[src/common/eval_params.svh]
`ifndef EVAL_PARAMS_SVH
`define EVAL_PARAMS_SVH

// Score and board geometry
`define EVAL_WIDTH 16          // Signed score bits
`define PIECE_WIDTH 4          // Colour bit plus piece code
`define SQUARE_COUNT 64        // Rank * 8 + file

// Tapered blend
`define PHASE_MAX 62           // Occupied squares at full middle game
`define TAPER_SHIFT 20         // Fixed-point scale of the 1/62 reciprocal
`define TAPER_RECIP 16912      // floor(2^20 / 62)
`define TAPER_LATENCY 5        // Register stages in the blend pipe

// Piece values, middle game and end game
`define PAWN_MG 82
`define PAWN_EG 94
`define KNIGHT_MG 337
`define KNIGHT_EG 281
`define BISHOP_MG 365
`define BISHOP_EG 297
`define ROOK_MG 477
`define ROOK_EG 512
`define QUEEN_MG 1025
`define QUEEN_EG 936

// Pawn structure penalties, per pawn
`define DOUBLED_MG 10
`define DOUBLED_EG 20
`define ISOLATED_MG 12
`define ISOLATED_EG 8

`endif

[src/common/eval_pkg.sv]
`include "eval_params.svh"

package eval_pkg;

   // Piece codes, king carries no material value
   typedef enum logic [`PIECE_WIDTH-2:0]
   {
      EMPTY  = 3'd0,
      PAWN   = 3'd1,
      KNIGHT = 3'd2,
      BISHOP = 3'd3,
      ROOK   = 3'd4,
      QUEEN  = 3'd5,
      KING   = 3'd6
   } piece_t;

   typedef struct packed
   {
      logic   is_black;            // Colour of the piece
      piece_t kind;                // Piece code
   } square_t;

   // Square 0 is a1, square 63 is h8
   typedef square_t [`SQUARE_COUNT-1:0] board_t;

   typedef logic signed [`EVAL_WIDTH-1:0] score_t; // White positive

   // Middle-game and end-game terms of one evaluator
   typedef struct packed
   {
      score_t mg;
      score_t eg;
   } eval_pair_t;

   typedef logic [5:0] phase_t;    // 0 to PHASE_MAX

   typedef enum logic [1:0]
   {
      IDLE,                        // Tracking board_in
      WAIT_EVAL,                   // Evaluators running
      WAIT_LATENCY,                // Blend pipe draining
      WAIT_CLEAR                   // Result held
   } ctrl_state_t;

endpackage

[src/evaluate/eval_taper.sv]
`timescale 1ns/100ps
`include "eval_params.svh"

module eval_taper
(
   input  logic                 clk,
   input  logic                 reset,
   input  eval_pkg::eval_pair_t material,
   input  eval_pkg::eval_pair_t pawns_white,
   input  eval_pkg::eval_pair_t pawns_black,
   input  eval_pkg::board_t     board,
   output eval_pkg::score_t     eval
);

   localparam int PHASE_W = $bits(eval_pkg::phase_t);
   localparam int SUM_W   = `EVAL_WIDTH + 2;                // Three terms summed
   localparam int PROD_W  = SUM_W + PHASE_W + 1;            // Phase as signed operand
   localparam int BLEND_W = PROD_W + 1;
   localparam int SCALE_W = BLEND_W + `TAPER_SHIFT + 1;     // Reciprocal below 2^SHIFT

   localparam logic signed [SCALE_W-1:0] RECIP = `TAPER_RECIP;
   localparam logic signed [SCALE_W-1:0] BIAS  = (1 << `TAPER_SHIFT) - 1;

   logic [6:0]                  occupied_count;             // 0 to 64
   eval_pkg::phase_t            phase_next;
   eval_pkg::phase_t            phase_t1;
   eval_pkg::phase_t            phase_comp;                 // End-game weight
   logic signed [SUM_W-1:0]     mg_sum_t1;
   logic signed [SUM_W-1:0]     eg_sum_t1;
   logic signed [PROD_W-1:0]    mg_prod_t2;
   logic signed [PROD_W-1:0]    eg_prod_t2;
   logic signed [BLEND_W-1:0]   blend_t3;
   logic signed [SCALE_W-1:0]   scaled_t4;
   logic signed [SCALE_W-1:0]   rounded;

   always_comb
   begin
      occupied_count = '0;
      for (int s = 0; s < `SQUARE_COUNT; s++)
      begin
         if (board[s].kind != eval_pkg::EMPTY)
            occupied_count = occupied_count + 1'b1;
      end
   end

   assign phase_next = (occupied_count > 7'(`PHASE_MAX))
                     ? eval_pkg::phase_t'(`PHASE_MAX)        // Limit at full board
                     : occupied_count[PHASE_W-1:0];
   assign phase_comp = eval_pkg::phase_t'(`PHASE_MAX) - phase_t1;

   // Negative values get a bias so the shift truncates toward zero
   assign rounded = scaled_t4 + (scaled_t4[SCALE_W-1] ? BIAS : '0);

   always_ff @(posedge clk)
   begin
      if (reset)
      begin
         phase_t1   <= '0;
         mg_sum_t1  <= '0;
         eg_sum_t1  <= '0;
         mg_prod_t2 <= '0;
         eg_prod_t2 <= '0;
         blend_t3   <= '0;
         scaled_t4  <= '0;
         eval       <= '0;
      end
      else
      begin
         phase_t1   <= phase_next;
         mg_sum_t1  <= $signed(material.mg) + $signed(pawns_white.mg) + $signed(pawns_black.mg);
         eg_sum_t1  <= $signed(material.eg) + $signed(pawns_white.eg) + $signed(pawns_black.eg);
         mg_prod_t2 <= mg_sum_t1 * $signed({1'b0, phase_t1});
         eg_prod_t2 <= eg_sum_t1 * $signed({1'b0, phase_comp});
         blend_t3   <= mg_prod_t2 + eg_prod_t2;
         scaled_t4  <= blend_t3 * RECIP;                        // Times 1/62 in fixed point
         eval       <= rounded[`TAPER_SHIFT +: `EVAL_WIDTH];    // Drop fraction bits
      end
   end

endmodule

[config.mk]
export PLATFORM = sky130hd
export DESIGN_NAME = eval_taper
export DESIGN_NICKNAME = d
export VERILOG_FILES = /design/src/common/eval_pkg.sv /design/src/evaluate/eval_taper.sv
export VERILOG_INCLUDE_DIRS = /design/src /design/src/common
export SDC_FILE = /design/constraint.sdc
export NUM_CORES = 1
export LEC_CHECK = 0
export BUFFER_PORTS_ARGS = -buffer_cell sky130_fd_sc_hd__buf_2
export CAP_MARGIN = 5
export CORE_UTILIZATION = 60
export CTS_BUF_LIST = sky130_fd_sc_hd__clkbuf_4
export CTS_CLUSTER_DIAMETER = 200
export DETAILED_ROUTE_END_ITERATION = 12
export PLACE_DENSITY = 0.86
export SETUP_SLACK_MARGIN = 0.05
export SYNTH_ARGS = -nofsm -noshare
export SYNTH_HDL_FRONTEND = slang
export SYNTH_SLANG_ARGS = --single-unit
[constraint.sdc]
create_clock -name clk -period 88.5 [get_ports clk]
set_input_delay 13.275 -clock clk [delete_from_list [all_inputs] [get_ports clk]]
set_output_delay 13.275 -clock clk [all_outputs]
set_load 0.1 [all_outputs]
Yosys cells after proc, flatten, opt, wreduce, memory -nomap -nowiden:

Cells that the tools add are included.

* $add $sub $neg: 70
* $mul: 3
* divide/modulo/power cells: 0
* $lt $le $gt $ge: 1
* equality and inequality tests: 0
* shifts and indexed selects: 0
* muxes and demuxes: 66
* bitwise logic cells: 0
* reductions and logical operators: 65

Operators with widths (number)
* 7-bit by 1-bit adder with 7-bit output, second input constant: 63
* 7-bit 2-to-1 mux: 63
* 3-bit nonzero test: 64
* 18-bit by 7-bit multiplier with 25-bit output: 2
* 26-bit by 12-bit multiplier with 38-bit output, second input constant: 1
* 17-bit by 16-bit adder with 18-bit output: 2
* 36-bit by 20-bit adder with 36-bit output: 1
* 16-bit by 16-bit adder with 17-bit output: 2
* 25-bit by 25-bit adder with 26-bit output: 1
* 20-bit 2-to-1 mux: 1
* 7-bit by 6-bit greater-than comparator with 1-bit output, second input constant: 1
* 6-bit 2-to-1 mux: 1
* 6-bit subtractor, first input constant: 1
* 2-bit OR reduction: 1
* 1-bit 2-to-1 mux: 1

* register bits: 176
* bits in latches: 0
* RAM bits: 0
* bits in read-only memories: 0
* input bits: 354
* output and inout bits: 16
* logic and storage cells: 215
* memories kept: 0

Logic depth before layout (Yosys ltp):

* depth after elaboration: 130
* depth in mapped cells: 207
* mapped depth without buffers: 207

Worst setup path after synthesis:

Ideal clock, no wire load.

* path kind: input to register
* from: in board[5] (netlist bit)
* to: reg phase_t1[0]
* library setup time: 0.134 ns
* data arrival time: 48.099 ns
* data required time: 88.366 ns
* setup slack: 40.268 ns
* stages: 203
* buffers on the path: 0
* cell sequence: or3_1 ha_1 nor4_1 nor2_1 ha_1 o31ai_1 o31ai_4 ha_1 nor2_1 nor2_1 ha_1 nand2_1 nand2_1 ha_1 nand2_1 o21ai_0 nor2_1 inv_1 (+167 left out) inv_1 a21oi_1 ha_1 o21ai_0 a21oi_1 ha_1 mux2i_1 inv_1 ha_1 nand2_1 o21ai_0 ha_1 nand2_1 nor3b_1 nand2_1 nor2_1 xnor3_2 nor4b_2

* longest elaborated chain between the ends: 128

Ends and longest elaborated chain
* start, declared: line eval_taper.sv:11 `input eval_pkg::board_t board,`
* 3-bit nonzero test *: line eval_taper.sv:41 `if (board[s].kind != eval_pkg::EMPTY)`
* 7-bit 2-to-1 mux *: line eval_taper.sv:41
* 7-bit by 1-bit adder with 7-bit output: line eval_taper.sv:42 `occupied_count = occupied_count + 1'b1;`
* 7-bit 2-to-1 mux *: line eval_taper.sv:41
* 7-bit by 1-bit adder with 7-bit output: line eval_taper.sv:42
* 7-bit 2-to-1 mux *: line eval_taper.sv:41
* 7-bit by 1-bit adder with 7-bit output: line eval_taper.sv:42
* 7-bit 2-to-1 mux *: line eval_taper.sv:41
* (+112 left out)
* 7-bit by 1-bit adder with 7-bit output: line eval_taper.sv:42
* 7-bit 2-to-1 mux *: line eval_taper.sv:41
* 7-bit by 1-bit adder with 7-bit output: line eval_taper.sv:42
* 7-bit 2-to-1 mux *: line eval_taper.sv:41
* 7-bit by 1-bit adder with 7-bit output: line eval_taper.sv:42
* 7-bit 2-to-1 mux *: line eval_taper.sv:41
* 7-bit by 6-bit greater-than comparator with 1-bit output: line eval_taper.sv:46 `` assign phase_next = (occupied_count > 7'(`PHASE_MAX)) ``
* 2-bit OR reduction (no line)
* end signal, assigned: line eval_taper.sv:69 `phase_t1 <= phase_next;`
* end, declared: line eval_taper.sv:26 `eval_pkg::phase_t phase_t1;`

Every way passes the cells marked *; elsewhere a longest branch is shown, timed or not.
A chain may end at the register's enable or synchronous reset.

Worst setup path after layout:

Same ends and word-level chain as after synthesis.

==> results.toml <==
[status]
status = "finished, final reports clean"

[hold_path]
hold_class = "register to register"
min_path_cells = 2

[sta]
finalSetupViolCount = 0
report.final.slew_viol_count = 0
hold-worst-slack_ns = 0.486
max-slew-margin-rel = 0.181
period_needed_ns = 52.28
setup_tns_ns = 0
worst_pin_slew_ns = 1.23
clock_skew_ns = 0.0405
grt_setup_unrepaired = "no"
finalHoldViolations = 0
fmax_mhz = 19.1
fin_crit_sh = 0.591

[routing]
drc_errors = 0
avgViaCountPerCell = 5.40
routed_wl_mm = 55.4
wire_per_inst_um = 13.4
num_vias = 22300
drt-initial-drc-count = 979
ant_nets = 0
dr.pass1.iters = 5

[critical_path]
rr_startpoint = "phase_t1[0]"
path_depth = 206
slowest_delay_ns = 0.61
path_common_cell = "ha_1"
crit_family = "adder cells"
critPathBufInv = 16
slowest_stage = "nor4_1"
critPathArrivalTime_ns = 52.76
startpoint = "board[5]"
critPathKind = "primary input to register"
worst_r2r_path_depth = 33
cp-end-kind = "register"
worstSetupStartpointType = "primary input"
required_ns = 88.99
r2r_slack_ns = 80.44
timing.rr.end = "eg_prod_t2[24]"
crit_fanout = 7
critPathCapture = "phase_t1[0]"

[global_routing]
grt_usage = 0.241
grt_pass1_vias = 22000
grt_overflow_total = 0
grt_pass1_wl_mm = 95.9
antenna_found_initial = 2
grt_max_degree = 91

[synthesis]
yosysSeqAreaShare = 0.122
synth_enable_flop_cells = 0
ys_warn_count = 0
syn_area_um2 = 27400
synth_fp_nets = 4150
syn_avg_cell_area_um2 = 8.37
synth_cells = 3268
postSynth.asyncResetShare = 0
yosysUniqueCellTypes = 87
ys_seq_elements = 167
ys.flop_type = "dfxtp_1"

[clock_tree]
clkLatencyLatePin_ns = 0.63
clk_path_buf_depth = 2
numClockSinks = 167
htree_levels = 4
numCtsBuffers = 17
ctsHoldBuffers = 0
post_cts_resize_count = 0
cts-root-buf = "clkbuf_4"
cts_tree = "done"
clk_pin_slew_worst_paths_ns = 0.18
post_cts_buffers = 0

[layout]
drive_above_1_share = 0.122
nNetsFinal = 4408
area_delta_synth_final_pct = 8.58

[place]
place_congestion = 0.896
hpwl_mm = 46.6
port_buffers = 305

[die]
start_util = 0.614
die_h_um = 216
core_um2 = 44600
die_area_um2 = 46500
rows = 77
io_pins = 370
die_x_um = 216

[run]
cap_violations = 0
## cells in the mapped netlist (61+ instances only)
cell type | n | area (um2)
a21oi_1 | 181 | 906
and2_1 | 133 | 832
nor2_1 | 256 | 961
o21bai_1 | 90 | 676
nor3_1 | 90 | 450
o21ai_0 | 86 | 430
inv_1 | 371 | 1390
xor2_1 | 93 | 815
fa_1 | 205 | 4100
ha_1 | 323 | 4040
xnor2_1 | 347 | 3040
or3_1 | 63 | 394
nand2_1 | 272 | 1020
clkbuf_1 | 61 | 229
dfxtp_1 | 167 | 3340
## layer usage
layer  GRT usage  wire length [um]
met1       0.303             25000
met2       0.446             27600
met3      0.0224              1820
met4      0.0518               890
met5           0                 0
## state kept, by name, indices dropped and copies added (netlist names)
register,count
eg_sum_t1,18
blend_t3,26
mg_prod_t2,25
mg_sum_t1,18
phase_t1,6
scaled_t4,33
eg_prod_t2,25
eval,16
## per-stage QoR
step / cells / area (um2) / setup WS (ns) / util
after floorplan: 3268 / 27400 / 40.27 / -
after global placement: 4099 / 29400 / 36.99 / 0.659
after detailed placement: 4099 / 29400 / 36.12 / 0.659
after CTS: 4131 / 29700 / 36.65 / 0.666
after global routing: 4133 / 29700 / 33.01 / 0.666
final: 4133 / 29700 / 36.22 / 0.666
## final cells by class
type / instances / area (um2)
multi-input cells: 2657 / 22400
fillers: 3573 / 14900
flip-flops and latches: 167 / 3340
repair buffers: 311 / 1570
inverters: 372 / 1400
well taps: 592 / 741
clock inverters: 15 / 169
clock buffers: 17 / 128
diodes: 2 / 5.00
## how the worst min path moves through the flow
stage	from	to	slack (ns)
3_3_place_gp	blend_t3[4]	scaled_t4[8]	0.46
2_1_floorplan	blend_t3[0]	scaled_t4[4]	0.44
4_1_cts	scaled_t4[20]	eval[0]	0.49
3_5_place_dp	blend_t3[4]	scaled_t4[8]	0.48
6_report	scaled_t4[20]	eval[0]	0.49
5_1_grt	blend_t3[3]	scaled_t4[7]	0.50
## cell usage in the layout, fill, tap and decap left out, types with 9 or more instances in the layout
cell type,count
xnor3_1,9
nand2b_1,37
o21a_1,11
xnor2_2,16
a21o_1,28
nand2_1,272
or3_1,63
o21ai_0,86
o31a_1,10
inv_1,371
nand3_1,60
o21bai_1,90
xor2_1,93
nor3b_1,10
nor2b_1,45
xnor3_2,11
buf_2,304
nor4_1,11
o22ai_1,12
fa_1,205
a21oi_1,181
ha_1,323
o31ai_1,29
dfxtp_1,167
nand4_1,22
nor2_1,256
xnor2_1,346
a31oi_1,27
mux2i_1,17
nor3_1,90
mux2_2,10
xnor2_4,12
clkbuf_4,17
and2_1,133
## tightest hold or removal path, stage by stage (launching register included)
cell and delay (ns):
dfxtp_1 0.34, nor2b_1 0.10, nor3_1 0.05
## logic make-up after synthesis
| kind of cell | synth area share |
|---|---|
| multiplexers | 0.0112 |
| AO/OA/AOI/OAI | 0.129 |
| buffers and inverters | 0.0611 |
| XOR/XNOR | 0.190 |
| adder cells (fa/ha/maj) | 0.299 |
| flip-flops | 0.122 |
| AND/OR/NAND/NOR | 0.187 |
Power is not shown: default switching activity piles up to over one toggle a cycle in this logic, so the estimate is an artifact.
