[src/common/eval_params.svh]
`ifndef EVAL_PARAMS_SVH
`define EVAL_PARAMS_SVH

// Score and board geometry
`define EVAL_WIDTH 16          // Signed score bits
`define PIECE_WIDTH 4          // Colour bit plus piece code
`define SQUARE_COUNT 64        // Rank * 8 + file

// Tapered blend
`define PHASE_MAX 62           // Occupied squares at full middle game
`define TAPER_SHIFT 20         // Fixed-point scale of the 1/62 reciprocal
`define TAPER_RECIP 16912      // floor(2^20 / 62)
`define TAPER_LATENCY 5        // Register stages in the blend pipe

// Piece values, middle game and end game
`define PAWN_MG 82
`define PAWN_EG 94
`define KNIGHT_MG 337
`define KNIGHT_EG 281
`define BISHOP_MG 365
`define BISHOP_EG 297
`define ROOK_MG 477
`define ROOK_EG 512
`define QUEEN_MG 1025
`define QUEEN_EG 936

// Pawn structure penalties, per pawn
`define DOUBLED_MG 10
`define DOUBLED_EG 20
`define ISOLATED_MG 12
`define ISOLATED_EG 8

`endif

[src/common/eval_pkg.sv]
`include "eval_params.svh"

package eval_pkg;

   // Piece codes, king carries no material value
   typedef enum logic [`PIECE_WIDTH-2:0]
   {
      EMPTY  = 3'd0,
      PAWN   = 3'd1,
      KNIGHT = 3'd2,
      BISHOP = 3'd3,
      ROOK   = 3'd4,
      QUEEN  = 3'd5,
      KING   = 3'd6
   } piece_t;

   typedef struct packed
   {
      logic   is_black;            // Colour of the piece
      piece_t kind;                // Piece code
   } square_t;

   // Square 0 is a1, square 63 is h8
   typedef square_t [`SQUARE_COUNT-1:0] board_t;

   typedef logic signed [`EVAL_WIDTH-1:0] score_t; // White positive

   // Middle-game and end-game terms of one evaluator
   typedef struct packed
   {
      score_t mg;
      score_t eg;
   } eval_pair_t;

   typedef logic [5:0] phase_t;    // 0 to PHASE_MAX

   typedef enum logic [1:0]
   {
      IDLE,                        // Tracking board_in
      WAIT_EVAL,                   // Evaluators running
      WAIT_LATENCY,                // Blend pipe draining
      WAIT_CLEAR                   // Result held
   } ctrl_state_t;

endpackage

[src/evaluate/eval_control.sv]
`timescale 1ns/100ps
`include "eval_params.svh"

module eval_control
(
   input  logic              clk,
   input  logic              reset,
   input  logic              board_valid,
   input  eval_pkg::board_t  board_in,
   input  logic              clear_eval,
   input  logic [2:0]        terms_valid,   // {pawns black, pawns white, material}
   output eval_pkg::board_t  board,
   output logic              start,
   output logic              eval_valid
);

   localparam int LAT_WIDTH = $clog2(`TAPER_LATENCY + 1);

   eval_pkg::ctrl_state_t  state;
   eval_pkg::board_t       board_pre;    // First capture stage
   logic                   board_valid_r;
   logic                   board_edge;
   logic [LAT_WIDTH-1:0]   latency;      // Blend pipe cycles waited

   assign board_edge = board_valid & ~board_valid_r; // Rising edge only

   // Board is frozen outside IDLE, second stage is for timing
   always_ff @(posedge clk)
   begin
      if (state == eval_pkg::IDLE)
         board_pre <= board_in;       // Follow input until the edge
      board <= board_pre;
   end

   always_ff @(posedge clk)
   begin
      if (reset)
      begin
         state         <= eval_pkg::IDLE;
         board_valid_r <= 1'b0;
         start         <= 1'b0;
         eval_valid    <= 1'b0;
         latency       <= '0;
      end
      else
      begin
         board_valid_r <= board_valid;
         case (state)
            eval_pkg::IDLE:
            begin
               latency <= '0;
               if (board_edge)
                  state <= eval_pkg::WAIT_EVAL; // board_pre holds the board now
            end
            eval_pkg::WAIT_EVAL:
            begin
               start <= 1'b1;                    // Lands with the held board
               if (terms_valid == 3'b111)
                  state <= eval_pkg::WAIT_LATENCY;
            end
            eval_pkg::WAIT_LATENCY:
            begin
               latency <= latency + 1'b1;
               if (latency == LAT_WIDTH'(`TAPER_LATENCY - 1))
               begin
                  state      <= eval_pkg::WAIT_CLEAR;
                  eval_valid <= 1'b1;            // Blend output settled
               end
            end
            eval_pkg::WAIT_CLEAR:
            begin
               if (clear_eval)
               begin
                  state      <= eval_pkg::IDLE;
                  start      <= 1'b0;            // Evaluator valids drop next cycle
                  eval_valid <= 1'b0;
               end
            end
            default:
               state <= eval_pkg::IDLE;
         endcase
      end
   end

endmodule

[config.mk]
export PLATFORM = sky130hd
export DESIGN_NAME = eval_control
export DESIGN_NICKNAME = d
export VERILOG_FILES = /design/src/common/eval_pkg.sv /design/src/evaluate/eval_control.sv
export VERILOG_INCLUDE_DIRS = /design/src /design/src/common
export SDC_FILE = /design/constraint.sdc
export NUM_CORES = 1
export LEC_CHECK = 0
export BUFFER_PORTS_ARGS = -buffer_cell sky130_fd_sc_hd__buf_4
export CORE_AREA = 2 2 202 204
export CTS_CLUSTER_DIAMETER = 40
export DETAILED_ROUTE_END_ITERATION = 8
export DIE_AREA = 0 0 204 206
export PLACE_DENSITY = 0.61
export SLEW_MARGIN = 20
export SYNTH_ARGS = -nofsm -noshare
export SYNTH_HDL_FRONTEND = slang
export SYNTH_SLANG_ARGS = --single-unit
[constraint.sdc]
create_clock -name clk -period 12.55 [get_ports clk]
set_clock_uncertainty 0.15 [all_clocks]
set_input_delay 1.8825 -clock clk [delete_from_list [all_inputs] [get_ports clk]]
set_output_delay 1.8825 -clock clk [all_outputs]
set_load 0.05 [all_outputs]
# Word level (Yosys, flattened, before mapping)
# Cells that the tools add are included.
# classes
shift	0
n_addsub	1
multipliers	0
eq_ne	9
n_bitwise	2
order_cmp	0
div_mod_pow	0
n_mux	10
reduce_logical	7
# op_table
operator	n
2-to-1 mux 2 bit	4
inequality test 2 bit, second input constant	4
case mux 2 bit (4 select lines)	1
equality test 3 bit, second input constant	2
case mux 3 bit (2 select lines)	1
nonzero test 2 bit	3
equality test 2 bit, second input constant	2
case mux 1 bit (2 select lines)	2
AND reduction 4 bit	1
adder 3 x 1 -> 3 bit, second input constant	1
AND reduction 3 bit	1
equality test 2 x 1 -> 1 bit, second input constant	1
zero test 2 bit	1
2-to-1 mux 1 bit	2
AND reduction 2 bit	1
bitwise AND 1 bit	1
inverter 1 bit	1
# word_totals
inputBits	263
mem_bits_rw	0
ff_bits	520
out_inout_bits	258
memories	0
rom_bits	0
latchBits	0
word_cells	290

# Longest topological paths before layout
# Gate-level depths: netlist of the first run.
# depth
depth_word	4
depth_mapped	6
mapped_depth_nobuf	6

# Least setup slack after synthesis of the first run
# OpenSTA, ideal clock, no wires.
# synth_timing
path_kind	reg2reg
start	register state[0]
end	register state[0]
path_stages_with_launch	6
t_arrival_ns	7.720
path_slack_ns	4.587
path_buffers	0
t_required_ns	12.306
setup_ns	0.094
period_less_slack_ns	7.963
cell_sequence	dfxtp_1 inv_1 ha_1 o21ai_1 and3_1 a211oi_2
# synth_between
elab_chain_cells	3
word_cells_on_any_way	10
classes_between	eq/ne: 7; mux: 1; reduce/logical: 2
# synth_rtl
item	line	rtl
from (decl)	eval_control.sv:19	eval_pkg::ctrl_state_t state;
from (signal assigned)	eval_control.sv:39	state <= eval_pkg::IDLE;
from (signal assigned)	eval_control.sv:53	state <= eval_pkg::WAIT_EVAL;
from (signal assigned)	eval_control.sv:59	state <= eval_pkg::WAIT_LATENCY;
equality test 2 x 1 -> 1 bit, or another cell as far along	eval_control.sv:48	case (state)
inequality test 2 bit (no line)	n/a	
AND reduction 4 bit (no line)	n/a	
# Parallel ways exist; a longest one is shown, timed or not.
# A chain may end at the register's enable or synchronous reset.

# Final worst setup path of the first run
# layout_timing
start	register state[0]
end	register latency[1]
# layout_between
elab_chain_cells	2
word_cells_on_any_way	4
classes_between	eq/ne: 1; mux: 1; reduce/logical: 2
# layout_rtl
item	line	rtl
equality test 2 bit or zero test 2 bit (tied branches)	eval_control.sv:48	
case mux 3 bit (2 select lines) or nonzero test 2 bit (tied branches)	n/a	
to (signal assigned)	eval_control.sv:63	latency <= latency + 1'b1;
to (decl)	eval_control.sv:23	logic [LAT_WIDTH-1:0] latency;
# Parallel ways exist; a longest one is shown, timed or not.

==> results of run 1 <==
[final timing paths]
check	start	to	depth (start not counted)
worst max register to register	state[0]$_SDFFE_PP0P_	latency[1]$_SDFFE_PP0P_	8
worst min-delay path	board_pre[29]$_DFFE_PP_	board[29]$_DFF_P_	0
worst min register to register	board_pre[29]$_DFFE_PP_	board[29]$_DFF_P_	0
worst max-delay path	state[0]$_SDFFE_PP0P_	latency[1]$_SDFFE_PP0P_	8
[cell usage after synthesis, drive strengths merged]
cell / n / area (um^2)
a211oi: 1 / 12.51
a21oi: 5 / 36.29
a221oi: 1 / 8.760
a31o: 1 / 8.760
a31oi: 1 / 6.260
and2b: 1 / 8.760
and3: 1 / 6.260
buf: 1 / 7.510
clkbuf: 1 / 3.750
dfxtp: 264 / 5285
edfxtp: 256 / 7687
ha: 6 / 75.07
inv: 6 / 22.52
mux2i: 1 / 10.01
nand2: 4 / 17.52
nand3: 1 / 5.000
nand3b: 1 / 7.510
nand4: 1 / 6.260
nor2: 5 / 18.77
nor2b: 2 / 20.02
nor3: 1 / 5.000
o21ai: 2 / 10.00
[stage by stage]
| stage | power, mW | worst slack (ns) |
|---|---|---|
| 2_1_floorplan | 4.104 | 4.587 |
| 3_3_place_gp | 4.721 | 8.948 |
| 3_5_place_dp | 4.752 | 8.889 |
| 5_1_grt | 6.886 | 8.758 |
| 6_report | 6.635 | 9.084 |
| 4_1_cts | 6.714 | 8.881 |
[cell type report]
| class | count | share of cell area, % |
|---|---|---|
| Clock buffer | 88 | 9.666 |
| Clock inverter | 34 | 1.948 |
| Inverter | 6 | 0.1113 |
| Multi-Input combinational cell | 35 | 1.361 |
| Sequential cell | 520 | 64.12 |
| Tap cell | 532 | 3.290 |
| Timing Repair Buffer | 524 | 19.51 |
[worst register-to-register path: cells and delay by family, from the launching register on]
kind	cells	cell delay, ns
simple gates	2	0.18
compound gates	1	0.12
buf+inv	4	1.94
flops	1	0.34
fa+ha+maj	1	0.62
[power by group through the flow]
| stage | registers [mW] | clock network [mW] | logic [mW] |
|---|---|---|---|
| final | 2.72 | 1.94 | 1.97 |
| after global routing | 2.78 | 2.06 | 2.04 |
| after CTS | 2.74 | 1.99 | 1.99 |
| after detailed placement | 2.77 | 0 | 1.98 |
| after global placement | 2.74 | 0 | 1.98 |
| after floorplan | 3.92 | 0 | 0.179 |
[cells by family after synthesis]
kind of cell / Yosys count / share of synthesized area, %
AO/OA/AOI/OAI: 11 / 0.6224
adder cells (fa/ha/maj): 6 / 0.5658
buffers and inverters: 8 / 0.2546
flip-flops: 520 / 97.77
multiplexers: 1 / 0.07544
AND/OR/NAND/NOR: 17 / 0.7167
[per-layer routing]
| layer | global-route usage (%) | vias up |
|---|---|---|
| met5 | 0 | - |
| met4 | 5.228 | 0 |
| met3 | 7.490 | 53 |
| met2 | 22.97 | 368 |
| met1 | 14.56 | 3264 |
| li1 | - | 3223 |
[flip-flops by register name, indices dropped and copies added (netlist names)]
name / count
board: 256
board_pre: 256
board_valid_r: 1
eval_valid: 1
latency: 3
start: 1
state: 2
==> impl_metrics.toml, run 1 <==
[final_layout]
layout_common_cells = "buf_4, dfxtp_1, edfxtp_1"
utilization_pct = 50.35
layout_commonest_cell = "buf_4"
layout.cells.non_filler = 1739
drive_above_1_share_pct = 53.02
seq_area_mm2 = 0.01297
diodes = 0
fill_cells = 3344
finish.instance_area_mm2 = 0.02023
multi_input_area_um2 = 275.3
area_growth_pct = 52.48
nets = 1423

[sta]
finalSetupViolations = 0
min_period_over_period_pct = 27.62
fmax_ghz = 0.2885
final.setup.tns_ns = 0
slew_violations = 0
hold_viol = 0
hold_slack_ns = 0.1823
worstMarginPinSlew_ns = 0.9450
fin_crit_ns = 3.466
relSlewSlack_pct = 37.00
rsz0062_at_grt = "false"

[setup_path]
crit_chain = "inv_1 > ha_4 > buf_4 > buf_4 > buf_12 > nor3_1 > a21oi_1 > nor2_1"
path_buf_inv = 4
worstSetupStartpointType = "register"
worst_path_most_repeated_cell = "buf_4"
end_kind = "register"
slowest_stage = "buf_4"
worstPathMaxFanout = 71
crit_family = "buffers and inverters"
slowest_delay_ns = 0.81
r2r_slack_ns = 9.08
required_ns = 12.85
worstPathArrival_ns = 3.77
setup.worst_path.class = "register to register"

[clocking]
cts_tree = "built"
cts.sinks = 520
cts_buffers = 67
ctsHoldBuffers = 0
cts_buffer_depth = 3
clock_latency_ns = 0.56
ctsResizeCount = 0
clk_pin_slew_ns = 0.06
cts_post_setup_buffers_inserted = 0
clockRootBuffer = "clkbuf_16"
cts-htree-levels = 3

[floorplan]
dieWidth_um = 204
die_area_mm2 = 0.04202
die_y_um = 206
fp.coreArea_mm2 = 0.04018
fp-row-count = 74
start_util_pct = 33.02
io_pins = 521

[routing]
drt_iter0_drc = 292
drt-total-wl_um = 30190
m1WireLength_um = 10800
via_per_inst = 3.972
routedWlPerCell_um = 17.36
routed-via-count = 6908
drc = 0
first_pass_iters = 4
detail-route-antenna-nets = 0
wl_met2_um = 15080
top_layer = "met4"
dr_wl_met3_um = 3703

[global_route]
grt_pass1_wl_um = 42150
grt_max_degree = 83
grt_pass1_vias = 7056
antenna_found_initial = 1
grt.total_usage_pct = 13.73
grt_overflow = 0

[logic_synthesis]
syn_avg_cell_area_um2 = 23.57
netlist-cell-type-count = 26
ys_seq_area_share_pct = 97.77
syn-cell-area_mm2 = 0.01327
syn-num-nets = 832
yosysWarnings = 0
ys_seq_elements = 520
syn_inst = 563

[job]
maxCapViolCount = 0

[placement]
place_hpwl_um = 21860
dp.cells = 1616
placed_area_mm2 = 0.01786
place_congestion = 0.7713
numPortBuffers = 520

[power]
p_switching_mw = 2.389
seq_power_share_pct = 41.0
power.density_mw_per_mm2 = 328.0
p_sw_share_pct = 36.00
p_leak_nw = 8.592
power_frac_comb_pct = 29.7
p_int_mw = 4.246
power.share.clock_pct = 29.3
peakVddDrop_mv = 0.1741

[min_path]
hold_class = "register to register"

[outcome]
outcome = "finished, final reports clean"
No activity file was read; power rests on OpenSTA's default activity.
==> inputs of run 2 (changes only) <==
--- a/config.mk
+++ b/config.mk
@@ -7,11 +7,11 @@
 export NUM_CORES = 1
 export LEC_CHECK = 0
 export BUFFER_PORTS_ARGS = -buffer_cell sky130_fd_sc_hd__buf_4
-export CORE_AREA = 2 2 202 204
+export CORE_AREA = 2 2 204 206
 export CTS_CLUSTER_DIAMETER = 40
 export DETAILED_ROUTE_END_ITERATION = 8
-export DIE_AREA = 0 0 204 206
-export PLACE_DENSITY = 0.61
+export DIE_AREA = 0 0 206 208
+export PLACE_DENSITY = 0.6
 export SLEW_MARGIN = 20
 export SYNTH_ARGS = -nofsm -noshare
 export SYNTH_HDL_FRONTEND = slang
==> constraint.sdc (replaced) <==
create_clock -name clk -period 3.4 [get_ports clk]
set_clock_uncertainty 0.15 [all_clocks]
set_input_delay 0.51 -clock clk [delete_from_list [all_inputs] [get_ports clk]]
set_output_delay 0.51 -clock clk [all_outputs]
set_load 0.05 [all_outputs]
==> run 2 against run 1 <==
Compared with the run above:
- via count up 14%
- routed wire length grew 10%
- flip-flop and latch count stayed put
- critical path type unchanged
- cell area grew 12%
- global-route usage up 1.4 points
- setup slack got worse by 7.6 ns
- die area rose by 2.0%
- critical path depth fell by 5
- largest cell class unchanged
- utilization grew 5.5 points
- first-iteration DRC count shrank 3.8%
- clock power rose to 3.5 times the previous value
- clock-buffer cell count shrank 13
==> impl_metrics.toml, run 2 (same netlist as run 1, synthesis figures left out) <==
[global_route]
grt.total_usage_pct = 15.11
grt_max_degree = 103
antenna_found_initial = 2
grt_overflow = 0
grt_pass1_vias = 8614
grt_pass1_wl_um = 48730

[setup_path]
worstPathArrival_ns = 1.97
r2r_slack_ns = 1.46
setup.worst_path.class = "register to register"
worstPathMaxFanout = 102
end_kind = "register"
required_ns = 3.43
worstSetupStartpointType = "register"

[final_layout]
diodes = 0
layout_commonest_cell = "buf_4"
area_growth_pct = 70.83
layout_common_cells = "buf_4, dfxtp_1, dlygate4sd3_1"
top_regs = "board (256), board_pre (256), latency (3)"
drive_above_1_share_pct = 43.92
fill_cells = 3049
nets = 1680

[clocking]
ctsResizeCount = 0
cts_tree = "built"
clk_pin_slew_ns = 0.06
cts-htree-levels = 3
cts_post_setup_buffers_inserted = 0
clock_latency_ns = 0.56
cts_buffers = 66
cts.sinks = 520
cts_buffer_depth = 3
clockRootBuffer = "clkbuf_16"
ctsHoldBuffers = 258

[power]
power.density_mw_per_mm2 = 1077
p_leak_nw = 9.576
peakVddDrop_mv = 0.7386
finalPower_mw = 24.42

[placement]
place_hpwl_um = 21480
numPortBuffers = 520
place_congestion = 0.7709

[routing]
detail-route-antenna-nets = 0
via_per_inst = 3.952
drt-total-wl_um = 33350
routed-via-count = 7888
drc = 0
drt_iter0_drc = 281
first_pass_iters = 4
routedWlPerCell_um = 16.71

[sta]
hold_slack_ns = 0.1528
worstMarginPinSlew_ns = 0.6328
rsz0062_at_grt = "false"
fmax_ghz = 0.5160
final.setup.tns_ns = 0
finalSetupViolations = 0
fin_crit_ns = 1.938
relSlewSlack_pct = 57.81
min_period_over_period_pct = 57.00
slew_violations = 0
hold_viol = 0

[floorplan]
io_pins = 521
die_area_mm2 = 0.04285
fp-row-count = 74
die_y_um = 208
start_util_pct = 32.72
fp.coreArea_mm2 = 0.04055
dieWidth_um = 206

[min_path]
hold_class = "primary input to register"

[outcome]
outcome = "finished, final reports clean"

[job]
maxCapViolCount = 0
## run 2: final cells by class
type                    instances  area [um^2]  area share (%)
clock buffers                  75         1727           7.617
clock inverters                46        464.2           2.048
flip-flops and latches        520        12970           57.23
well taps                     532        665.6           2.936
repair buffers                782         6541           28.86
multi-input cells              35        275.3           1.214
inverters                       6        22.52         0.09935
## run 2: worst max-delay path, stage by stage (launching register included)
cell and delay, ns:
dfxtp_1 0.34, inv_1 0.13, ha_4 0.36, buf_12 0.41
## run 2: through the flow
stage	area, um^2	setup slack (ns)	util (%)	cells
floorplan	13280	0.07574	-	563
global placement	17890	1.485	44.13	1617
detailed placement	17890	1.481	44.13	1617
CTS	22670	1.455	55.90	1996
global route	22670	1.361	55.90	1996
finish	22670	1.462	55.90	1996
## run 2: report_power, final
part / switching, mW / leakage, nW / internal [mW]
registers: 0.669 / 4.81 / 9.41
clock network: 2.75 / 1.05 / 4.01
logic: 5.62 / 3.72 / 1.96
## run 2: worst paths after layout
path / to / depth (start not counted) / start
hold reg to reg: board[83]$_DFF_P_ / 0 / board_pre[83]$_DFFE_PP_
setup reg to reg: board_pre[126]$_DFFE_PP_ / 3 / state[0]$_SDFFE_PP0P_
setup / recovery: board_pre[126]$_DFFE_PP_ / 3 / state[0]$_SDFFE_PP0P_
hold / removal: start$_SDFFE_PP0P_ / 4 / clear_eval
## run 2: per-layer routing
metal  GRT usage [%]  routed length (um)  up-vias
li1                -                   -     3735
met1           16.02               12110     3705
met2           26.16               16850      375
met3           6.751                3452       71
met4           5.788                 932        2
met5               0                  11        -
