===== src/common/eval_params.svh =====
`ifndef EVAL_PARAMS_SVH
`define EVAL_PARAMS_SVH

// Score and board geometry
`define EVAL_WIDTH 16          // Signed score bits
`define PIECE_WIDTH 4          // Colour bit plus piece code
`define SQUARE_COUNT 64        // Rank * 8 + file

// Tapered blend
`define PHASE_MAX 62           // Occupied squares at full middle game
`define TAPER_SHIFT 20         // Fixed-point scale of the 1/62 reciprocal
`define TAPER_RECIP 16912      // floor(2^20 / 62)
`define TAPER_LATENCY 5        // Register stages in the blend pipe

// Piece values, middle game and end game
`define PAWN_MG 82
`define PAWN_EG 94
`define KNIGHT_MG 337
`define KNIGHT_EG 281
`define BISHOP_MG 365
`define BISHOP_EG 297
`define ROOK_MG 477
`define ROOK_EG 512
`define QUEEN_MG 1025
`define QUEEN_EG 936

// Pawn structure penalties, per pawn
`define DOUBLED_MG 10
`define DOUBLED_EG 20
`define ISOLATED_MG 12
`define ISOLATED_EG 8

`endif


===== src/common/eval_pkg.sv =====
`include "eval_params.svh"

package eval_pkg;

   // Piece codes, king carries no material value
   typedef enum logic [`PIECE_WIDTH-2:0]
   {
      EMPTY  = 3'd0,
      PAWN   = 3'd1,
      KNIGHT = 3'd2,
      BISHOP = 3'd3,
      ROOK   = 3'd4,
      QUEEN  = 3'd5,
      KING   = 3'd6
   } piece_t;

   typedef struct packed
   {
      logic   is_black;            // Colour of the piece
      piece_t kind;                // Piece code
   } square_t;

   // Square 0 is a1, square 63 is h8
   typedef square_t [`SQUARE_COUNT-1:0] board_t;

   typedef logic signed [`EVAL_WIDTH-1:0] score_t; // White positive

   // Middle-game and end-game terms of one evaluator
   typedef struct packed
   {
      score_t mg;
      score_t eg;
   } eval_pair_t;

   typedef logic [5:0] phase_t;    // 0 to PHASE_MAX

   typedef enum logic [1:0]
   {
      IDLE,                        // Tracking board_in
      WAIT_EVAL,                   // Evaluators running
      WAIT_LATENCY,                // Blend pipe draining
      WAIT_CLEAR                   // Result held
   } ctrl_state_t;

endpackage


===== src/evaluate/eval_pawns.sv =====
`timescale 1ns/100ps
`include "eval_params.svh"

module eval_pawns
#(
   parameter int WHITE_SIDE = 1         // 1 scores white pawns, 0 black
)
(
   input  logic                 clk,
   input  logic                 reset,
   input  logic                 start,
   input  eval_pkg::board_t     board,
   output eval_pkg::eval_pair_t term,
   output logic                 valid
);

   localparam logic SIDE_BLACK = (WHITE_SIDE == 0);

   logic [3:0] file_count [8];          // Own pawns per file, a to h
   logic [3:0] file_count_r [8];
   logic [7:0] has_pawn;
   logic [7:0] adjacent;                // Own pawn on a neighbour file
   logic       start_r;
   int         doubled;
   int         isolated;
   int         pen_mg;
   int         pen_eg;

   // Stage 1 file census
   always_comb
   begin
      for (int f = 0; f < 8; f++)
         file_count[f] = '0;
      for (int s = 0; s < `SQUARE_COUNT; s++)
      begin
         if (board[s].kind == eval_pkg::PAWN && board[s].is_black == SIDE_BLACK)
            file_count[s % 8] = file_count[s % 8] + 1'b1;
      end
   end

   always_comb
   begin
      for (int f = 0; f < 8; f++)
         has_pawn[f] = (file_count_r[f] != '0);
   end

   // Bit f sees files f - 1 and f + 1, edges see only one
   assign adjacent = (has_pawn << 1) | (has_pawn >> 1);

   // Stage 2 penalty count
   always_comb
   begin
      doubled  = 0;
      isolated = 0;
      for (int f = 0; f < 8; f++)
      begin
         if (has_pawn[f])
            doubled += int'(file_count_r[f]) - 1;   // Extra pawns stacked on file
         if (!adjacent[f])
            isolated += int'(file_count_r[f]);      // Every pawn of a lone file
      end
      pen_mg = doubled * `DOUBLED_MG + isolated * `ISOLATED_MG;
      pen_eg = doubled * `DOUBLED_EG + isolated * `ISOLATED_EG;
   end

   always_ff @(posedge clk)
   begin
      file_count_r <= file_count;
      term.mg      <= eval_pkg::score_t'((WHITE_SIDE != 0) ? -pen_mg : pen_mg);
      term.eg      <= eval_pkg::score_t'((WHITE_SIDE != 0) ? -pen_eg : pen_eg);
   end

   // Same two-cycle valid as the material block
   always_ff @(posedge clk)
   begin
      if (reset)
      begin
         start_r <= 1'b0;
         valid   <= 1'b0;
      end
      else
      begin
         start_r <= start;
         valid   <= start & start_r;
      end
   end

endmodule


===== config.mk =====
export PLATFORM = sky130hd
export DESIGN_NAME = eval_pawns
export DESIGN_NICKNAME = d
export VERILOG_FILES = /design/src/common/eval_pkg.sv /design/src/evaluate/eval_pawns.sv
export VERILOG_INCLUDE_DIRS = /design/src /design/src/common
export SDC_FILE = /design/constraint.sdc
export NUM_CORES = 1
export LEC_CHECK = 0
export BUFFER_PORTS_ARGS = -buffer_cell sky130_fd_sc_hd__buf_2
export CORE_MARGIN = 4
export CORE_UTILIZATION = 56
export CTS_CLUSTER_DIAMETER = 100
export DETAILED_ROUTE_END_ITERATION = 10
export PLACE_DENSITY = 0.89
export SLEW_MARGIN = 20
export SYNTH_ARGS = -nofsm -noshare
export SYNTH_HDL_FRONTEND = slang
export SYNTH_SLANG_ARGS = --single-unit

===== constraint.sdc =====
create_clock -name clk -period 16.6 [get_ports clk]
set_clock_uncertainty 0.2 [all_clocks]
set_input_delay 4.98 -clock clk [delete_from_list [all_inputs] [get_ports clk]]
set_output_delay 4.98 -clock clk [all_outputs]
set_load 0.01 [all_outputs]

# Yosys cells after proc, flatten, opt, wreduce, memory -nomap -nowiden
# Index checks and enable logic that the tools add are counted.
[word_totals] regBits=66 output_inout_bits=33 elab_cells=379
[classes] addsub=82 multipliers=3 n_eq_ne=64 mux=80 bitwise_logic=66 n_reduce_logical=72
[ops] operator="two-way mux 32 bit" n=15
[ops] operator="adder 32 x 5 -> 32 bit" n=14
[ops] operator="two-way mux 4 bit" n=57
[ops] operator="adder 4 x 1 -> 4 bit (second input constant)" n=56
[ops] operator="equality test 3 x 1 -> 1 bit (second input constant)" n=64
[ops] operator="logical AND 1 bit" n=64
[ops] operator="inverter 1 bit" n=64
[ops] operator="subtractor 4 x 1 -> 5 bit (second input constant)" n=8
[ops] operator="adder 16 bit" n=2
[ops] operator="multiplier 32 x 3 -> 14 bit (second input constant)" n=1
[ops] operator="multiplier 32 x 4 -> 14 bit (second input constant)" n=1
[ops] operator="multiplier 32 x 4 -> 15 bit (second input constant)" n=1
[ops] operator="negator 16 bit" n=2
[ops] operator="nonzero test 4 bit" n=8
[ops] operator="two-way mux 1 bit" n=8
[ops] operator="OR 8 x 7 -> 8 bit" n=1
[ops] operator="bitwise AND 1 bit" n=1

# Depth between registers and ports, before layout
# Gate-level depths: netlist of run 1.
[logic_depth] depth_word=20 mapped_depth=64 depth_no_buf=63

# Least setup slack after synthesis of run 1
# No wires, ideal clock.
[synth_path] path_kind="reg2reg" start="register file_count_r[25] (netlist name)" end="register term[31] (netlist name)" arrival_time_ns=11.397 required_time_ns=16.278 path_slack_ns=4.881 stages_incl_launch_ff=61 n_path_buf=4 period_less_slack_ns=11.719 cell_sequence="dfxtp_1 inv_1 ha_1 nor3b_4 clkbuf_1 clkbuf_1 ha_1 nand2_1 nand2_1 fa_1 and2_1 ha_1 clkbuf_1 a21o_1 o21bai_1 xor2_1 a21boi_0 inv_1 [25 not listed] nor3_1 xnor2_1 mux2_2 ha_1 ha_1 and2_1 a311oi_1 o21ai_0 a21oi_1 xor2_1 ha_1 ha_1 a21oi_1 a31oi_1 xnor2_1 xnor3_1 xnor3_1 xnor2_1"
[synth_via] elab_chain_len=20 elab_cells_between_ends=36 classes_between="add/sub: 17; mul: 2; mux: 15; bitwise: 1; reduce/logical: 1"
[synth_rtl] element="start: declaration" line_no="eval_pawns.sv:20" source="logic [3:0] file_count_r [8];"
[synth_rtl] element="start signal: assignment" line_no="eval_pawns.sv:68" source="file_count_r <= file_count;"
[synth_rtl] element="branches (longest 18 deep; another with adder 32 x 5 -> 32 bit)"
[synth_rtl] element="adder 16 bit (no source line) *"
[synth_rtl] element="negator 16 bit *" line_no="eval_pawns.sv:69" source="term.mg <= eval_pkg::score_t'((WHITE_SIDE != 0) ? -pen_mg : pen_mg);"
[synth_rtl] element="end: declaration" line_no="eval_pawns.sv:13" source="output eval_pkg::eval_pair_t term,"
# Every way passes the cells marked *.
# A chain may end at the register's enable or synchronous reset.

# Worst setup path in the final report of run 1
# Same ends and word-level chain as after synthesis.

==> flow_metrics.env, run 1 <==
export IMPL_grt_use_total=0.250
export IMPL_slew_violations=0
export IMPL_utilization=0.657
export IMPL_htreeDepth=3
export IMPL_first_pass_iters=5
export IMPL_fillers=1993
export IMPL_clock_sinks=61
export IMPL_cts_tree="done"
export IMPL_setup_viol=0
export IMPL_drc=0
export IMPL_rr_worst_depth=57
export IMPL_fmax_mhz=76.4
export IMPL_path_class="flip-flop to flip-flop"
export IMPL_yosysSeqAreaShare=0.0835
export IMPL_overflow=0
export IMPL_synth_async_reset_ratio=0
export IMPL_hold_depth=1
export IMPL_clk_latency_ns=0.35
export IMPL_vias_per_cell=5.84
export IMPL_critPathMaxStageDelay_ns=0.74
export IMPL_ctsHoldBuffers=0
export IMPL_num_rows=58
export IMPL_first_iter_violations=715
export IMPL_final_hold_viol_count=0
export IMPL_status="finished, final reports clean"
export IMPL_multi_input_area_um2=12800
export IMPL_postCtsResizedCells=0
export IMPL_path_common_cell="ha_1"
export IMPL_use_met3=0.0296
export IMPL_ys_ff_latch=61
export IMPL_syn_avg_cell_area_um2=7.94
export IMPL_cts_buffers=9
export IMPL_fp_dieH_um=170
export IMPL_wl_per_cell_um=15.2
export IMPL_synth_edf_count=0
export IMPL_fin_crit_ns=13.08
export IMPL_fin_cells=2460
export IMPL_setup_tns_ns=0
export IMPL_syn_to_final_growth_pct=14.4
export IMPL_post_route_period_util=0.788
export IMPL_path_clk_slew_ns=0.07
export IMPL_wl_um=37300
export IMPL_worst_slew_pin_slew_ns=1.19
export IMPL_use_met2=0.469
export IMPL_end_kind="flip-flop"
export IMPL_core_area_um2=25500
export IMPL_grt_pass1_vias=14200
export IMPL_postRouteAntennaNets=0
export IMPL_dp_hpwl_um=30900
export IMPL_synth_warnings=0
export IMPL_place_congestion=0.892
export IMPL_gr_max_usage_layer="met2"
export IMPL_postCtsSetupBuffers=0
export IMPL_crit_arrival_ns=13.13
export IMPL_port_buffers=288
export IMPL_maxCapViolations=0
export IMPL_required_ns=16.65
export IMPL_final_nets=2676
export IMPL_clk_path_buf_depth=2
export IMPL_die_area_um2=28800
export IMPL_num_vias=14400
export IMPL_dp_cells=2444
export IMPL_startpoint_type="flip-flop"
export IMPL_netlist_cell_type_count=84
export IMPL_grtUsageMet1=0.298
export IMPL_regToRegSetupSlack_ns=3.52
export IMPL_antenna_found_initial=0
export IMPL_slowest_stage="nor3b_4"
export IMPL_grt_pass1_wl_um=62400
export IMPL_slew_headroom=0.197
export IMPL_n_antenna_cell=0
export IMPL_rsz0062_at_grt="no"
export IMPL_cts_root_buf="clkbuf_16"
export IMPL_seq_area_um2=1220
export IMPL_start_util=0.574
export IMPL_yosys_most_used_dff="dfxtp_1"
export IMPL_num_io_pins=292
export IMPL_netlist_instances=1843
export IMPL_layout_drive_gt1_share=0.195
export IMPL_grt_max_degree=29
export IMPL_netlist_area_um2=14600
export IMPL_die_width_um=170
export IMPL_critPathMaxFanout=21
export IMPL_hold_class="flip-flop to flip-flop"
critical path, delay by kind of cell, from the launching register on:
| family | cells | cell delay [ns] |
|---|---|---|
| adder cells (fa/ha/maj) | 12 | 3.98 |
| AO/OA/AOI/OAI | 16 | 2.78 |
| XOR/XNOR | 10 | 2.06 |
| AND/OR/NAND/NOR | 11 | 2.01 |
| multiplexers | 4 | 1.01 |
| buffers and inverters | 4 | 0.58 |
| flip-flops | 1 | 0.36 |
layout by cell type, fill, tap and decap left out, types with 6 or more instances in the layout:
master,count
a311oi_1,7
inv_1,143
mux2i_1,23
mux2_2,66
nor3_1,39
conb_1,16
nor2_1,98
fa_1,19
o21a_1,24
o21bai_1,15
dfxtp_1,61
a21oi_1,125
xor2_1,114
a21o_1,49
xnor2_1,141
and3_1,10
nor2b_1,24
o211ai_1,7
nor4b_2,6
clkbuf_16,9
o21ai_0,115
and2_1,12
ha_1,273
buf_2,288
nor4b_1,50
a31oi_1,12
nand3_1,45
nor3b_1,6
nand4_1,16
o31ai_1,10
or4b_2,8
nand2_1,151
a211oi_1,18
or3_1,7
or2_2,6
nand2b_1,20
cells by family after synthesis:
group	Yosys count	share of synthesized area
AND/OR/NAND/NOR	523	0.191
AO/OA/AOI/OAI	436	0.189
adder cells (fa/ha/maj)	292	0.260
XOR/XNOR	261	0.161
buffers and inverters	179	0.0495
multiplexers	89	0.0666
flip-flops	61	0.0835
other	2	0.000513
stage by stage:
stage          instance area, um^2  hold slack, ns  worst slack [ns]
2_1_floorplan                14700           0.206              4.88
3_3_place_gp                 16400           0.211              4.13
3_5_place_dp                 16400           0.227              3.64
4_1_cts                      16700           0.236              3.62
5_1_grt                      16700           0.262              2.30
6_report                     16700           0.232              3.52
cells in the mapped netlist, types with 4 or more instances:
master / count / area [um^2]
a21boi_0: 4 / 30.0
a211oi_1: 18 / 135
nand2b_1: 20 / 125
a31oi_1: 12 / 75.1
a311oi_1: 7 / 61.3
or3_1: 7 / 43.8
o21bai_1: 15 / 113
nand3b_1: 4 / 30.0
nor3_1: 39 / 195
o211ai_1: 7 / 52.6
o21ai_0: 115 / 576
nor2_1: 98 / 368
dfxtp_1: 61 / 1220
ha_1: 273 / 3420
nand4_1: 16 / 100
inv_1: 143 / 537
nor3b_1: 6 / 45.0
o2111ai_1: 4 / 35.0
and3_1: 10 / 62.6
o21a_1: 24 / 180
and2_1: 12 / 75.1
xor2_1: 114 / 998
nor2b_1: 24 / 150
xnor2_1: 141 / 1230
a21o_1: 49 / 368
o31ai_1: 10 / 75.1
fa_1: 19 / 380
or2_2: 6 / 37.5
a22oi_1: 4 / 30.0
a21oi_1: 125 / 626
buf_4: 6 / 45.0
mux2_2: 66 / 743
mux2i_1: 23 / 230
nand3_1: 45 / 225
nor4b_1: 55 / 482
a211o_1: 4 / 35.0
clkbuf_1: 21 / 78.8
nand2_1: 151 / 567
or4b_2: 8 / 80.1
state kept, by name, indices dropped and copies added (netlist names):
register      cells
start_r           1
valid             1
term             27
file_count_r     32
worst paths after layout:
check	to	startpoint
worst max-delay path	term[31]	file_count_r[25]
worst min-delay path	valid	start_r
worst max register to register	term[31]	file_count_r[25]
worst min register to register	valid	start_r
area by class of cell:
| cell class | count | area share |
|---|---|---|
| Tap cell | 330 | 0.0247 |
| Timing Repair Buffer | 290 | 0.0870 |
| Multi-Input combinational cell | 1617 | 0.763 |
| Clock inverter | 7 | 0.00583 |
| Clock buffer | 9 | 0.0135 |
| Sequential cell | 61 | 0.0730 |
| Inverter | 146 | 0.0335 |
layer usage:
metal  wire (um)  up-vias
li1            -     7186
met1       15300     6606
met2       19200      489
met3        1970       90
met4         805        0
met5           0        -
Power of run 1 is not shown: default switching activity piles up to over one toggle a cycle in this logic, so the estimate is an artifact.
==> run 2, diff against run 1 <==
--- a/config.mk
+++ b/config.mk
@@ -6,12 +6,13 @@
 export SDC_FILE = /design/constraint.sdc
 export NUM_CORES = 1
 export LEC_CHECK = 0
+export ABC_AREA = 1
 export BUFFER_PORTS_ARGS = -buffer_cell sky130_fd_sc_hd__buf_2
 export CORE_MARGIN = 4
 export CORE_UTILIZATION = 56
 export CTS_CLUSTER_DIAMETER = 100
 export DETAILED_ROUTE_END_ITERATION = 10
-export PLACE_DENSITY = 0.89
+export PLACE_DENSITY = 0.88
 export SLEW_MARGIN = 20
 export SYNTH_ARGS = -nofsm -noshare
 export SYNTH_HDL_FRONTEND = slang
==> constraint.sdc (replaced) <==
create_clock -name clk -period 12.1 [get_ports clk]
set_clock_uncertainty 0.2 [all_clocks]
set_input_delay 3.63 -clock clk [delete_from_list [all_inputs] [get_ports clk]]
set_output_delay 3.63 -clock clk [all_outputs]
set_load 0.01 [all_outputs]
==> run 2 against run 1 <==
Net effect:
- via count up 18%
- design area up 8.9%
- non-clock buffer count up 14
- final cell count up 29%
- synthesized area up 5.5%
- worst hold slack better by 0.0039 ns
- utilization up 1.7 points
- sequential cell count unchanged
- critical endpoint unchanged
==> flow_metrics.env, run 2 <==
export IMPL_netlist_area_um2=15400
export IMPL_ys_ff_latch=61
export IMPL_port_buffers=288
export IMPL_cts_root_buf="clkbuf_16"
export IMPL_layout_setup_ws_ns=0.532
export IMPL_synth_top_cells_by_count="654 x nand2_1, 437 x inv_1, 273 x ha_1"
export IMPL_yosys_most_used_dff="dfxtp_1"
export IMPL_wl_per_cell_um=12.7
export IMPL_cts_tree="done"
export IMPL_post_route_period_util=0.956
export IMPL_startpoint_type="flip-flop"
export IMPL_final_nets=3389
export IMPL_synth_top_area_share=0.221
export IMPL_n_antenna_cell=0
export IMPL_synth_warnings=0
export IMPL_grt_max_degree=41
export IMPL_num_io_pins=292
export IMPL_final_hold_viol_count=0
export IMPL_start_util=0.571
export IMPL_place_ws_ns=0.0890
export IMPL_first_iter_violations=874
export IMPL_wl_um=40400
export IMPL_multi_input_area_um2=13000
export IMPL_routed_wl_met2_um=19900
export IMPL_path_class="flip-flop to flip-flop"
export IMPL_end_kind="flip-flop"
export IMPL_fp_dieH_um=174
export IMPL_clock_sinks=61
export IMPL_die_area_um2=30300
export IMPL_slew_headroom=0.303
export IMPL_place_area_um2=17300
export IMPL_cts_buffers=9
export IMPL_vias_per_cell=5.34
export IMPL_slew_violations=0
export IMPL_seq_area_um2=1230
export IMPL_clk_latency_ns=0.35
export IMPL_largest_reg_flops=32
export IMPL_crit_arrival_ns=11.62
export IMPL_num_rows=60
export IMPL_top_layer_used="met4"
export IMPL_grt_pass1_vias=16000
export IMPL_route_met3_wl_um=2200
export IMPL_netlist_instances=2532
export IMPL_fin_area_um2=18200
export IMPL_postRouteAntennaNets=0
export IMPL_clk_path_buf_depth=2
export IMPL_synth_area_top_cells="ha_1 22%, nand2_1 16%, inv_1 11%"
export IMPL_path_common_cell="nand2_1"
export IMPL_final_common_cell="nand2_1"
export IMPL_wl_met1_um=17300
export IMPL_htreeDepth=3
export IMPL_netlist_cell_type_count=52
export IMPL_die_width_um=174
export IMPL_reg_top3="file_count_r (32), term (27)"
export IMPL_critPathMaxStageDelay_ns=0.48
export IMPL_grt_use_total=0.249
export IMPL_setup_viol=0
export IMPL_status="finished, final reports clean"
export IMPL_synth_async_reset_ratio=0
export IMPL_maxCapViolations=0
export IMPL_worst_slew_pin_slew_ns=1.04
export IMPL_fin_crit_ns=11.57
export IMPL_hold_class="flip-flop to flip-flop"
export IMPL_mostFrequentLayoutCells="653 x nand2_1, 430 x inv_1, 288 x buf_2, 246 x ha_1, 178 x nor2_1"
export IMPL_layout_drive_gt1_share=0.176
export IMPL_fillers=2292
export IMPL_ctsHoldBuffers=0
export IMPL_regMostFlops="file_count_r"
export IMPL_first_pass_iters=5
export IMPL_critPathMaxFanout=5
export IMPL_yosysSeqAreaShare=0.0791
export IMPL_overflow=0
export IMPL_slowest_stage="fa_1"
export IMPL_antenna_found_initial=0
export IMPL_synth_top_area_cell="ha_1"
export IMPL_syn_to_final_growth_pct=18.1
export IMPL_drc=0
export IMPL_path_clk_slew_ns=0.06
export IMPL_num_vias=17000
export IMPL_synth_edf_count=0
export IMPL_core_area_um2=27000
export IMPL_place_congestion=0.965
export IMPL_syn_avg_cell_area_um2=6.10
export IMPL_required_ns=12.16
export IMPL_dp_hpwl_um=33500
export IMPL_yosysMostFrequentCell="nand2_1"
export IMPL_grt_pass1_wl_um=66500
export IMPL_fmax_mhz=86.4
-- run 2: cell count changes in the layout (fill, tap and decap cells not counted), moves of 66 or more --
cell | before | now
inv_1 | 143 | 430
nor2_1 | 98 | 178
xnor2_1 | 141 | 54
mux2_2 | 66 | 0
nand3_1 | 45 | 157
nand2_1 | 151 | 653
-- run 2: final timing paths --
| kind | from | endpoint | slack, ns | depth (start not counted) |
|---|---|---|---|---|
| worst max register to register | file_count_r[25] | term[31] | 0.53 | 74 |
| worst max-delay path | file_count_r[25] | term[31] | 0.53 | 74 |
| worst min-delay path | start_r | valid | 0.24 | 2 |
| worst min register to register | start_r | valid | 0.24 | 2 |
-- run 2: cell families (layout without fill, tap and decap cells) --
| logic type | count (synthesis) | after routing | share of synthesized area |
|---|---|---|---|
| other | 2 | 16 | 0.000487 |
| xor gates and xnor gates | 162 | 162 | 0.0928 |
| adders and majority gates | 292 | 292 | 0.246 |
| AOI/OAI and AO/OA | 376 | 376 | 0.135 |
| and+or+nand+nor | 1160 | 1160 | 0.328 |
| muxes | 2 | 2 | 0.00130 |
| DFF | 61 | 61 | 0.0791 |
| buffers and inverters | 477 | 774 | 0.118 |
-- run 2: what timing repair did --
item,4_1_cts,5_1_grt
endpoints found under the hold margin,0,0
setup buffers,0,12
endpoints found under the setup margin,0,8
gates resized for setup,0,130
-- run 2: worst max-delay path: cells and delay by family (launching register included) --
family | cells | cell delay, ns
flops | 1 | 0.34
xor+xnor | 5 | 0.84
simple gates | 33 | 3.35
fa+ha+maj | 13 | 4.11
buf+inv | 9 | 0.88
compound gates | 14 | 1.73
-- run 2: per-layer routing --
layer  track usage  vias to the layer above
li1              -                     8796
met1         0.310                     7602
met2         0.454                      507
met3        0.0272                       86
met4        0.0680                        0
met5             0                        -
-- run 2: cell type report --
type                            instances  share of cell area
Sequential cell                        61              0.0673
Clock buffer                            9              0.0124
Clock inverter                          7             0.00275
Multi-Input combinational cell       2008               0.715
Timing Repair Buffer                  304              0.0857
Tap cell                              341              0.0234
Inverter                              454              0.0936
-- run 2: metrics by stage --
stage	std cells	TNS, ns	hold WS (ns)	util
floorplan	2546	0	0.195	-
CTS	3172	0	0.239	0.649
detailed placement	3156	0	0.229	0.639
global route	3184	-0.214	0.265	0.674
finish	3184	0	0.236	0.674
global placement	3156	0	0.199	0.639
Power of run 2 is left out for the same reason.
==> run 3, diff against run 2 <==
--- a/config.mk
+++ b/config.mk
@@ -9,10 +9,10 @@
 export ABC_AREA = 1
 export BUFFER_PORTS_ARGS = -buffer_cell sky130_fd_sc_hd__buf_2
 export CORE_MARGIN = 4
-export CORE_UTILIZATION = 56
-export CTS_CLUSTER_DIAMETER = 100
+export CORE_UTILIZATION = 55
+export CTS_CLUSTER_DIAMETER = 40
 export DETAILED_ROUTE_END_ITERATION = 10
-export PLACE_DENSITY = 0.88
+export PLACE_DENSITY = 0.87
 export SLEW_MARGIN = 20
 export SYNTH_ARGS = -nofsm -noshare
 export SYNTH_HDL_FRONTEND = slang
==> run 3 against run 2 <==
Net effect:
- critical path depth fell by 8
- global-route usage is 0.19 points lower
- register-to-register slack about the same
==> flow_metrics.env, run 3 (synthesized netlist as in run 2, its figures left out) <==
export IMPL_wl_um=41100
export IMPL_first_iter_violations=984
export IMPL_cts_root_buf="clkbuf_16"
export IMPL_final_common_cell="nand2_1"
export IMPL_utilization=0.666
export IMPL_setup_viol=0
export IMPL_antenna_found_initial=4
export IMPL_clk_latency_ns=0.35
export IMPL_fp_dieH_um=176
export IMPL_num_vias=17100
export IMPL_cp_num_buf_inv=9
export IMPL_post_route_period_util=0.956
export IMPL_cts_tree="done"
export IMPL_cts_buffers=9
export IMPL_slew_headroom=0.296
export IMPL_final_hold_viol_count=0
export IMPL_final_nets=3399
export IMPL_core_area_um2=27700
export IMPL_num_io_pins=292
export IMPL_slew_violations=0
export IMPL_required_ns=12.16
export IMPL_path_class="flip-flop to flip-flop"
export IMPL_route_met3_wl_um=2140
export IMPL_layout_drive_gt1_share=0.185
export IMPL_ctsHoldBuffers=0
export IMPL_place_ws_ns=-0.274
export IMPL_first_pass_iters=6
export IMPL_largest_reg_flops=32
export IMPL_status="finished, final reports clean"
export IMPL_die_width_um=176
export IMPL_clk_path_buf_depth=2
export IMPL_fillers=2379
export IMPL_mostFrequentLayoutCells="648 x nand2_1, 432 x inv_1, 288 x buf_2, 243 x ha_1, 173 x nor2_1"
export IMPL_rr_worst_depth=66
export IMPL_dp_hpwl_um=33800
export IMPL_reg_top3="file_count_r (32), term (27)"
export IMPL_hold_depth=2
export IMPL_place_congestion=0.925
export IMPL_postRouteAntennaNets=0
export IMPL_routed_wl_met2_um=20400
export IMPL_worst_slew_pin_slew_ns=1.05
export IMPL_vias_per_cell=5.29
export IMPL_multi_input_area_um2=13100
export IMPL_top_layer_used="met5"
export IMPL_htreeDepth=3
export IMPL_grt_pass1_vias=15900
export IMPL_grt_use_total=0.247
export IMPL_maxCapViolations=0
export IMPL_wl_met1_um=17600
export IMPL_wl_per_cell_um=12.7
export IMPL_grt_max_degree=41
export IMPL_fmax_mhz=86.5
export IMPL_fin_crit_ns=11.56
export IMPL_crit_arrival_ns=11.62
export IMPL_layout_setup_ws_ns=0.537
export IMPL_critPathMaxStageDelay_ns=0.48
export IMPL_slowest_stage="fa_1"
export IMPL_end_kind="flip-flop"
export IMPL_die_area_um2=30800
export IMPL_regMostFlops="file_count_r"
export IMPL_syn_to_final_growth_pct=19.5
export IMPL_path_common_cell="nand2_1"
export IMPL_startpoint_type="flip-flop"
export IMPL_path_depth=66
export IMPL_num_rows=61
export IMPL_path_clk_slew_ns=0.06
export IMPL_path_delay_family="adder cells"
export IMPL_drc=0
export IMPL_port_buffers=288
export IMPL_grt_pass1_wl_um=66500
export IMPL_seq_area_um2=1220
export IMPL_hold_class="flip-flop to flip-flop"
export IMPL_overflow=0
export IMPL_whs_ns=0.212
export IMPL_critPathMaxFanout=6
export IMPL_clock_sinks=61
export IMPL_start_util=0.557
## run 3: metal layers
metal,vias up,global-route usage
li1,8834,-
met1,7665,0.305
met2,525,0.451
met3,70,0.0310
met4,2,0.0708
met5,-,0
## run 3: metrics by stage
stage | cells | setup TNS (ns) | area [um^2]
after floorplan | 2546 | 0 | 15500
after global placement | 3192 | 0 | 17300
after detailed placement | 3192 | -0.274 | 17300
after CTS | 3212 | 0 | 17700
after global routing | 3233 | -0.198 | 18400
final | 3233 | 0 | 18400
## run 3: what timing repair did
action | CTS | global route
pin swaps | 3 | 41
buffers inserted | 4 | 19
resized for setup | 6 | 143
setup endpoints to repair | 2 | 10
## run 3: final timing paths
path,slack [ns],endpoint,from
setup / recovery,0.54,term[31],file_count_r[26]
hold / removal,0.21,valid,start_r
setup reg to reg,0.54,term[31],file_count_r[26]
hold reg to reg,0.21,valid,start_r
## run 3: final cells by class
class | instances | area share
Antenna cell | 2 | 0.000271
Clock buffer | 11 | 0.0132
Clock inverter | 5 | 0.00319
Inverter | 454 | 0.0925
Multi-Input combinational cell | 2008 | 0.710
Sequential cell | 61 | 0.0663
Tap cell | 378 | 0.0256
Timing Repair Buffer | 314 | 0.0887
## run 3: worst reg2reg max path, delay by kind of cell, from the launching register on
family | cells | cell delay, ns
and+or+nand+nor | 18 | 1.54
buffers and inverters | 9 | 0.84
adders and majority gates | 12 | 4.08
xor gates and xnor gates | 7 | 1.17
DFF | 1 | 0.38
AOI/OAI and AO/OA | 20 | 3.26
Power of run 3 is left out for the same reason.
